File: src/pyonpyon_pkg.sv
package pyonpyon_pkg;

  // ----------------------------------------------------------------------
  // widths with a meaning
  // ----------------------------------------------------------------------
  typedef logic [3:0]  bcd_digit_t;   // one decimal digit
  typedef logic [7:0]  bcd_pair_t;    // tens in [7:4], units in [3:0]
  typedef logic [6:0]  seg_t;         // active low, segment g in bit 6
  typedef logic [32:0] course_t;      // 0 = left, 1 = right, bit 0 is the head
  typedef logic [27:0] divisor_t;     // divider reload value
  typedef logic [1:0]  speed_t;       // 0 easy, 1 medium, 2 hard, 3 extreme

  typedef enum logic [1:0] {
    race_ready,                       // waiting for enable
    race_running,                     // clocks and keys live
    race_player_won,                  // player reached the last box
    race_cpu_won                      // cpu count ran out
  } race_state_e;

  localparam course_t COURSE = 33'b0_1101_0001_0101_1101_1001_0110_1000_1001;
  localparam bcd_pair_t COURSE_BOXES = 8'h32;   // 32 in bcd
  localparam int VIEW_BOXES = 8;                // boxes shown ahead of the player

  // 50 MHz board values
  localparam divisor_t SECOND_DIVISOR_DEFAULT = 28'd49_999_999;   // 1 Hz
  localparam divisor_t CPU_DIVISORS_DEFAULT [4] = '{
    28'd33_333_332,                   // easy, 1.5 Hz
    28'd24_999_999,                   // medium, 2 Hz
    28'd16_666_665,                   // hard, 3 Hz
    28'd9_999_999                     // extreme, 5 Hz
  };

  function automatic seg_t seg_code(input bcd_digit_t digit);
    case (digit)
      4'h0: seg_code = 7'b100_0000;
      4'h1: seg_code = 7'b111_1001;
      4'h2: seg_code = 7'b010_0100;
      4'h3: seg_code = 7'b011_0000;
      4'h4: seg_code = 7'b001_1001;
      4'h5: seg_code = 7'b001_0010;
      4'h6: seg_code = 7'b000_0010;
      4'h7: seg_code = 7'b111_1000;
      4'h8: seg_code = 7'b000_0000;
      4'h9: seg_code = 7'b001_0000;
      default: seg_code = 7'b100_0000;   // non-decimal codes read as 0
    endcase
  endfunction

endpackage

File: src/score_if.sv
`timescale 1ns/1ps

interface score_if
  import pyonpyon_pkg::*;
();

  bcd_pair_t timer;    // seconds since start
  bcd_pair_t best;     // record time
  bcd_pair_t cpu;      // boxes left for the cpu
  bcd_pair_t player;   // boxes the player has taken

  modport source (
    output timer, best, cpu, player
  );

  modport sink (
    input timer, best, cpu, player
  );

endinterface

File: src/bcd_counter.sv
`timescale 1ns/1ps

module bcd_counter
  import pyonpyon_pkg::*;
#(
  parameter bit count_down = 1'b0     // 1 counts down, 0 counts up
) (
  input  logic      clk,
  input  logic      reset,
  input  logic      load,
  input  bcd_pair_t load_value,
  input  logic      count_enable,
  output bcd_pair_t value
);

  bcd_digit_t tens;
  bcd_digit_t units;
  bcd_pair_t  next_value;   // value after one count

  assign tens  = value[7:4];
  assign units = value[3:0];

  always_comb begin
    next_value = value;
    if (count_down) begin
      if (units == 4'd0) begin
        next_value[3:0] = 4'd9;                                   // borrow
        next_value[7:4] = (tens == 4'd0) ? 4'd9 : tens - 4'd1;    // 00 wraps to 99
      end else begin
        next_value[3:0] = units - 4'd1;
      end
    end else begin
      if (units == 4'd9) begin
        next_value[3:0] = 4'd0;                                   // carry
        next_value[7:4] = (tens == 4'd9) ? 4'd0 : tens + 4'd1;    // 99 wraps to 00
      end else begin
        next_value[3:0] = units + 4'd1;
      end
    end
  end

  always_ff @(posedge clk or posedge reset) begin
    if (reset) begin
      value <= load_value;
    end else if (load) begin
      value <= load_value;      // load wins over a count in the same cycle
    end else if (count_enable) begin
      value <= next_value;
    end
  end

endmodule

File: src/box_track.sv
`timescale 1ns/1ps

module box_track
  import pyonpyon_pkg::*;
(
  input  logic                  clk,
  input  logic                  reset,
  input  logic                  restart,
  input  logic                  running,
  input  logic                  left_key,
  input  logic                  right_key,
  output logic                  step,         // one cycle per correct key edge
  output logic [VIEW_BOXES-1:0] next_boxes    // head box in bit 0
);

  course_t course_q;      // remaining course
  logic    head;          // side of the next box
  logic    match;         // a held key agrees with the head box
  logic    match_d;       // match one cycle back
  logic    step_q;        // registered edge of match

  assign head  = course_q[0];
  assign match = running && ((left_key && !head) || (right_key && head));

  // ----------------------------------------------------------------------
  // key edge to step
  // ----------------------------------------------------------------------
  always_ff @(posedge clk or posedge reset) begin
    if (reset) begin
      match_d <= 1'b0;
      step_q  <= 1'b0;
    end else if (restart) begin
      match_d <= 1'b0;
      step_q  <= 1'b0;
    end else begin
      match_d <= match;
      step_q  <= match && !match_d;   // rising edge only, a held key steps once
    end
  end

  assign step = step_q && running;     // nothing lands after a pause or a finish

  // ----------------------------------------------------------------------
  // course shifter
  // ----------------------------------------------------------------------
  always_ff @(posedge clk or posedge reset) begin
    if (reset) begin
      course_q <= COURSE;
    end else if (restart) begin
      course_q <= COURSE;
    end else if (step) begin
      course_q <= {1'b0, course_q[32:1]};   // next box moves to the head
    end
  end

  assign next_boxes = course_q[VIEW_BOXES-1:0];

endmodule

File: src/pace_timer.sv
`timescale 1ns/1ps

module pace_timer
  import pyonpyon_pkg::*;
#(
  parameter divisor_t second_divisor = SECOND_DIVISOR_DEFAULT,
  parameter divisor_t cpu_divisors [4] = CPU_DIVISORS_DEFAULT
) (
  input  logic   clk,
  input  logic   reset,
  input  logic   restart,
  input  logic   running,
  input  speed_t speed,
  output logic   second_tick,   // one cycle every second_divisor+1 cycles
  output logic   cpu_tick       // one cycle every selected divisor+1 cycles
);

  divisor_t second_count;   // 1 Hz down-counter
  divisor_t cpu_count;      // cpu pace down-counter
  divisor_t cpu_reload;     // reload for the chosen speed

  assign cpu_reload = cpu_divisors[speed];

  assign second_tick = running && (second_count == '0);
  assign cpu_tick    = running && (cpu_count == '0);

  // ----------------------------------------------------------------------
  // seconds divider
  // ----------------------------------------------------------------------
  always_ff @(posedge clk or posedge reset) begin
    if (reset) begin
      second_count <= second_divisor;
    end else if (restart) begin
      second_count <= second_divisor;
    end else if (running) begin
      if (second_count == '0) begin
        second_count <= second_divisor;       // tick cycle, start over
      end else begin
        second_count <= second_count - 1'b1;
      end
    end
  end

  // ----------------------------------------------------------------------
  // cpu divider
  // ----------------------------------------------------------------------
  always_ff @(posedge clk or posedge reset) begin
    if (reset) begin
      cpu_count <= cpu_divisors[0];
    end else if (restart) begin
      cpu_count <= cpu_reload;                // picks up the current speed
    end else if (running) begin
      if (cpu_count == '0) begin
        cpu_count <= cpu_reload;              // a speed change applies from here
      end else begin
        cpu_count <= cpu_count - 1'b1;
      end
    end
  end

endmodule

File: src/race_control.sv
`timescale 1ns/1ps

module race_control
  import pyonpyon_pkg::*;
(
  input  logic     clk,
  input  logic     reset,
  input  logic     restart,
  input  logic     enable,
  input  logic     step,
  input  logic     second_tick,
  input  logic     cpu_tick,
  output logic     running,
  output logic     player_won,
  output logic     cpu_won,
  score_if.source  scores
);

  localparam bcd_pair_t last_step = COURSE_BOXES - 8'd1;   // 31, one box to go

  race_state_e state;
  bcd_pair_t   timer_value;
  bcd_pair_t   player_value;
  bcd_pair_t   cpu_value;
  bcd_pair_t   best_q;          // lowest winning time, 00 means none yet
  logic        player_done;     // this edge takes the player to 32
  logic        cpu_done;        // this edge takes the cpu to 00
  logic        timer_tick;

  assign player_done = step && (player_value == last_step);
  assign cpu_done    = cpu_tick && (cpu_value == 8'h01);
  assign timer_tick  = second_tick && !player_done && !cpu_done;   // clock stops at the finish

  assign running    = (state == race_running) && enable;   // enable low pauses the race
  assign player_won = (state == race_player_won);
  assign cpu_won    = (state == race_cpu_won);

  // ----------------------------------------------------------------------
  // race FSM
  // ----------------------------------------------------------------------
  always_ff @(posedge clk or posedge reset) begin
    if (reset) begin
      state <= race_ready;
    end else if (restart) begin
      state <= race_ready;
    end else begin
      case (state)
        race_ready:   if (enable) state <= race_running;
        race_running: begin
          if (player_done) begin
            state <= race_player_won;     // player wins a tie
          end else if (cpu_done) begin
            state <= race_cpu_won;
          end
        end
        default:      state <= state;     // won states hold until restart
      endcase
    end
  end

  // best time, kept across restarts
  always_ff @(posedge clk or posedge reset) begin
    if (reset) begin
      best_q <= '0;
    end else if (!restart && player_done) begin
      if (best_q == '0 || timer_value < best_q) begin   // packed bcd orders like binary
        best_q <= timer_value;
      end
    end
  end

  bcd_counter #(.count_down(1'b0)) timer_count (
    .clk          (clk),
    .reset        (reset),
    .load         (restart),
    .load_value   (8'h00),
    .count_enable (timer_tick),
    .value        (timer_value)
  );

  bcd_counter #(.count_down(1'b0)) player_count (
    .clk          (clk),
    .reset        (reset),
    .load         (restart),
    .load_value   (8'h00),
    .count_enable (step),
    .value        (player_value)
  );

  bcd_counter #(.count_down(1'b1)) cpu_count (
    .clk          (clk),
    .reset        (reset),
    .load         (restart),
    .load_value   (COURSE_BOXES),
    .count_enable (cpu_tick),
    .value        (cpu_value)
  );

  assign scores.timer  = timer_value;
  assign scores.best   = best_q;
  assign scores.cpu    = cpu_value;
  assign scores.player = player_value;

endmodule

File: src/seg_display.sv
`timescale 1ns/1ps

module seg_display
  import pyonpyon_pkg::*;
(
  score_if.sink scores,
  output seg_t  hex_timer_lo,
  output seg_t  hex_timer_hi,
  output seg_t  hex_best_lo,
  output seg_t  hex_best_hi,
  output seg_t  hex_cpu_lo,
  output seg_t  hex_cpu_hi,
  output seg_t  hex_player_lo,
  output seg_t  hex_player_hi
);

  // units digit in the low nibble of each pair
  assign hex_timer_lo  = seg_code(scores.timer[3:0]);
  assign hex_timer_hi  = seg_code(scores.timer[7:4]);
  assign hex_best_lo   = seg_code(scores.best[3:0]);
  assign hex_best_hi   = seg_code(scores.best[7:4]);
  assign hex_cpu_lo    = seg_code(scores.cpu[3:0]);
  assign hex_cpu_hi    = seg_code(scores.cpu[7:4]);
  assign hex_player_lo = seg_code(scores.player[3:0]);
  assign hex_player_hi = seg_code(scores.player[7:4]);

endmodule

File: src/pyonpyon_top.sv
`timescale 1ns/1ps

module pyonpyon_top
  import pyonpyon_pkg::*;
#(
  parameter divisor_t second_divisor = SECOND_DIVISOR_DEFAULT,
  parameter divisor_t cpu_divisors [4] = CPU_DIVISORS_DEFAULT
) (
  input  logic                  clk,
  input  logic                  reset,
  input  logic                  restart,       // new race, best time kept
  input  logic                  enable,        // start and pause
  input  speed_t                speed,
  input  logic                  left_key,
  input  logic                  right_key,
  output logic [VIEW_BOXES-1:0] next_boxes,
  output logic                  player_won,
  output logic                  cpu_won,
  output seg_t                  hex_timer_lo,
  output seg_t                  hex_timer_hi,
  output seg_t                  hex_best_lo,
  output seg_t                  hex_best_hi,
  output seg_t                  hex_cpu_lo,
  output seg_t                  hex_cpu_hi,
  output seg_t                  hex_player_lo,
  output seg_t                  hex_player_hi
);

  logic step;          // correct key edge
  logic second_tick;   // timer advance
  logic cpu_tick;      // cpu advance
  logic running;       // race live and not paused

  score_if scores ();

  box_track box_track_i (
    .clk        (clk),
    .reset      (reset),
    .restart    (restart),
    .running    (running),
    .left_key   (left_key),
    .right_key  (right_key),
    .step       (step),
    .next_boxes (next_boxes)
  );

  pace_timer #(
    .second_divisor (second_divisor),
    .cpu_divisors   (cpu_divisors)
  ) pace_timer_i (
    .clk         (clk),
    .reset       (reset),
    .restart     (restart),
    .running     (running),
    .speed       (speed),
    .second_tick (second_tick),
    .cpu_tick    (cpu_tick)
  );

  race_control race_control_i (
    .clk         (clk),
    .reset       (reset),
    .restart     (restart),
    .enable      (enable),
    .step        (step),
    .second_tick (second_tick),
    .cpu_tick    (cpu_tick),
    .running     (running),
    .player_won  (player_won),
    .cpu_won     (cpu_won),
    .scores      (scores.source)
  );

  seg_display seg_display_i (
    .scores        (scores.sink),
    .hex_timer_lo  (hex_timer_lo),
    .hex_timer_hi  (hex_timer_hi),
    .hex_best_lo   (hex_best_lo),
    .hex_best_hi   (hex_best_hi),
    .hex_cpu_lo    (hex_cpu_lo),
    .hex_cpu_hi    (hex_cpu_hi),
    .hex_player_lo (hex_player_lo),
    .hex_player_hi (hex_player_hi)
  );

endmodule

File: config.mk
export PLATFORM = sky130hd
export DESIGN_NAME = pyonpyon_top
export DESIGN_NICKNAME = d
export VERILOG_FILES = /design/src/pyonpyon_pkg.sv /design/src/score_if.sv /design/src/bcd_counter.sv /design/src/box_track.sv /design/src/pace_timer.sv /design/src/race_control.sv /design/src/seg_display.sv /design/src/pyonpyon_top.sv
export SDC_FILE = /design/constraint.sdc
export NUM_CORES = 1
export LEC_CHECK = 0
export ABC_AREA = 1
export ABC_CLOCK_PERIOD_IN_PS = 8800
export BUFFER_PORTS_ARGS = -buffer_cell sky130_fd_sc_hd__buf_2
export CAP_MARGIN = 25
export CORE_MARGIN = 2
export CORE_UTILIZATION = 54
export CTS_BUF_LIST = sky130_fd_sc_hd__clkbuf_16
export DETAILED_ROUTE_END_ITERATION = 12
export GPL_TIMING_DRIVEN = 0
export PLACE_DENSITY = 0.73
export SLEW_MARGIN = 20
export SYNTH_ARGS = -nofsm -noshare
export SYNTH_HDL_FRONTEND = slang
export SYNTH_SLANG_ARGS = --single-unit
File: constraint.sdc
create_clock -name clk -period 8.8 [get_ports clk]
set_input_delay 0.44 -clock clk [delete_from_list [all_inputs] [get_ports clk]]
set_output_delay 0.44 -clock clk [all_outputs]
set_load 0.005 [all_outputs]
==> impl_metrics.json <==
{
  "slew_headroom_pct": 56.2,
  "die_x_um": 127,
  "root_buffer": "clkbuf_16",
  "final_common_cell": "nand2_1",
  "cts_tree": "done",
  "syn_area_um2": 8180,
  "cp-endpoint": "hex_cpu_hi[0]",
  "pwr-share-clk_pct": 37.0,
  "synth-main-ff-cell": "dfrtp_1",
  "yosysWarnings": 0,
  "viasPerCell": 5.31,
  "coreArea_um2": 14600,
  "synth_edf_count": 0,
  "grt_pass1_wl_mm": 32.2,
  "cts_sinks": 124,
  "start_util_pct": 55.9,
  "critPathMaxFanout": 6,
  "die_y_um": 127,
  "io_pins": 74,
  "worstSetupPathType": "reg2out",
  "drtIter0Drc": 537,
  "synth.avg_cell_area_um2": 7.72,
  "drive_above_1_share_pct": 22.7,
  "ys_ff_latch": 124,
  "clockBufferDepth": 2,
  "end_kind": "primary output",
  "regToRegSetupSlack_ps": 6760,
  "crit_arrival_ps": 1790,
  "antenna_found_initial": 0,
  "status": "finished clean",
  "postRouteAntennaNets": 0,
  "finalSetupViolCount": 0,
  "max_cap_viol_count": 0,
  "htree_levels": 4,
  "hold_class": "in2async",
  "power.density_nw_per_um2": 183,
  "start_kind": "flop",
  "gp_congestion": 0.854,
  "rsz0062_at_grt": "false",
  "ff2ff_path_depth": 10,
  "ir_worst_vdd_mv": 0.155,
  "rr_startpoint": "pace_timer_i.cpu_count[0]",
  "async_flop_share_pct": 100,
  "fin_crit_ps": 2230,
  "drv_slew": 0,
  "hpwl_mm": 13.4,
  "die_area_um2": 16100,
  "dp_slack_ps": 6790,
  "antenna_cells": 0,
  "switching_share_pct": 33.6,
  "post_drt_wl_per_cell_um": 13.9,
  "io_buffers": 73,
  "p_leak_nw": 4.74,
  "vias": 7166,
  "stdcell_area_um2": 9340,
  "nets": 1214,
  "fin_worst_skew_ps": 9.49,
  "critPathLaunch": "race_control_i.cpu_count.value[5]",
  "worstSkewPairLatency_ps": 420,
  "fillCellCount": 1331,
  "crit_required_ps": 8360,
  "fmax_mhz": 449,
  "grt_use_total_pct": 24.3,
  "postCtsSetupBuffers": 0,
  "synth.distinct_cells": 50,
  "grt.overflow.total": 0,
  "comb_power_share_pct": 24.4,
  "fin_ws_ps": 6570,
  "post_cts_resized": 0,
  "cts_made_buffers": 17,
  "syn_to_final_growth_pct": 14.2,
  "grt_max_degree": 81,
  "hold_viol": 0,
  "synth_nets": 1121,
  "fin_tns_setup_ps": 0,
  "syn_inst": 1060,
  "rows": 44,
  "synth-seq-area-share_pct": 38.7,
  "drc": 0,
  "ctsHoldBuffers": 0,
  "dr.pass1.iters": 5,
  "worstMarginPinSlew_ps": 654,
  "r2r-end": "pace_timer_i.cpu_count[24]",
  "p_sw_w": 0.000572,
  "final_cell_mix": "nand2_1 (196), inv_1 (148), nor2_1 (121)",
  "power_frac_seq_pct": 38.6,
  "clkTransAtPathRegs_ps": 60,
  "grt_pass1_vias": 6804,
  "fin_crit_sh_pct": 25.3,
  "post_dp_cell_area_um2": 8810,
  "power.internal_w": 0.00113,
  "wl_mm": 18.7
}
## cells in the mapped netlist (2+ instances only)
cell	count	area (µm²)
nor3_1	20	100
nand3_2	3	30.0
o22ai_1	25	156
a22oi_1	18	135
nor2_1	121	454
dfstp_2	49	1290
nand4_1	14	87.6
buf_1	2	7.51
o211ai_1	5	37.5
o21ai_1	16	80.1
dfrtp_1	75	1880
nand3b_1	3	22.5
xor2_1	23	201
nand2_4	4	45.0
o31ai_1	2	15.0
a221oi_1	2	17.5
nor2_2	15	93.8
inv_2	16	60.1
nor2_4	7	78.8
a211oi_1	2	15.0
buf_2	12	60.1
inv_1	149	559
o21ai_0	56	280
buf_6	5	56.3
a21oi_1	38	190
o21ai_2	13	114
nand2_1	196	736
clkbuf_1	10	37.5
nand2_2	15	93.8
o211ai_2	3	37.5
buf_4	8	60.1
ha_1	53	663
a31oi_1	2	12.5
nand3_1	61	305
or2_0	2	12.5
## power groups by stage
stage	Sequential (W)	Combinational, W	Clock, W
after detailed placement	0.000666	0.000412	0
after global routing	0.000663	0.000474	0.000663
after floorplan	0.000657	0.000287	0
after global placement	0.000666	0.000404	0
after CTS	0.000658	0.000415	0.000637
final	0.000658	0.000416	0.000630
## registers in the layout, summed over array words and instances, names as in the netlist
| signal | flops |
|---|---|
| race_control_i.state | 2 |
| race_control_i.timer_count.value | 8 |
| race_control_i.player_count.value | 8 |
| race_control_i.scores.best | 8 |
| pace_timer_i.second_count | 28 |
| box_track_i.step_q | 1 |
| box_track_i.course_q | 32 |
| race_control_i.cpu_count.value | 8 |
| pace_timer_i.cpu_count | 28 |
| box_track_i.match_d | 1 |
## logic make-up after synthesis
family	Yosys count	share of synthesized area [%]
simple gates	468	26.3
fa+ha+maj	53	8.11
xor+xnor	23	2.46
buf+inv	205	10.6
flops	124	38.7
compound gates	187	13.9
## per-layer routing
metal,wire length (µm),vias up,track usage (%)
met5,0,-,0
met4,227,0,6.21
met3,825,19,4.77
met2,8590,157,38.6
met1,9080,3381,34.3
li1,-,3609,-
## worst max-delay path, cell delays in order, from the launching register on
cell	delay, ps
dfstp_2	580
inv_1	100
ha_1	210
o21ai_0	220
a21oi_1	100
buf_2	160
## area by class of cell
| class | instances | area (µm²) | area share [%] |
|---|---|---|---|
| Buffer | 39 | 241 | 2.59 |
| Inverter | 166 | 636 | 6.81 |
| Clock inverter | 15 | 101 | 1.09 |
| Multi-Input combinational cell | 731 | 4150 | 44.4 |
| Tap cell | 184 | 230 | 2.47 |
| Sequential cell | 124 | 3160 | 33.9 |
| Timing Repair Buffer | 74 | 393 | 4.21 |
| Clock buffer | 17 | 425 | 4.56 |
## worst min-delay path by stage
stage / start / end / slack (ps)
global route: reset / race_control_i.scores.best[1] / 40
finish: reset / race_control_i.scores.best[5] / 10
CTS: reset / race_control_i.scores.best[5] / 30
detailed placement: box_track_i.match_d / box_track_i.step_q / 400
floorplan: box_track_i.match_d / box_track_i.step_q / 380
global placement: box_track_i.match_d / box_track_i.step_q / 400
## per-stage QoR
stage                     hold WS [ps]  cells  power (W)  utilization, %
after floorplan                    383   1060   0.000944               -
after global placement             400   1317    0.00107            59.9
after detailed placement           402   1318    0.00108            60.2
after CTS                         29.6   1350    0.00171            63.8
after global routing              39.2   1350    0.00180            63.8
final                             13.5   1350    0.00170            63.8
No activity file was read; power rests on OpenSTA's default activity.
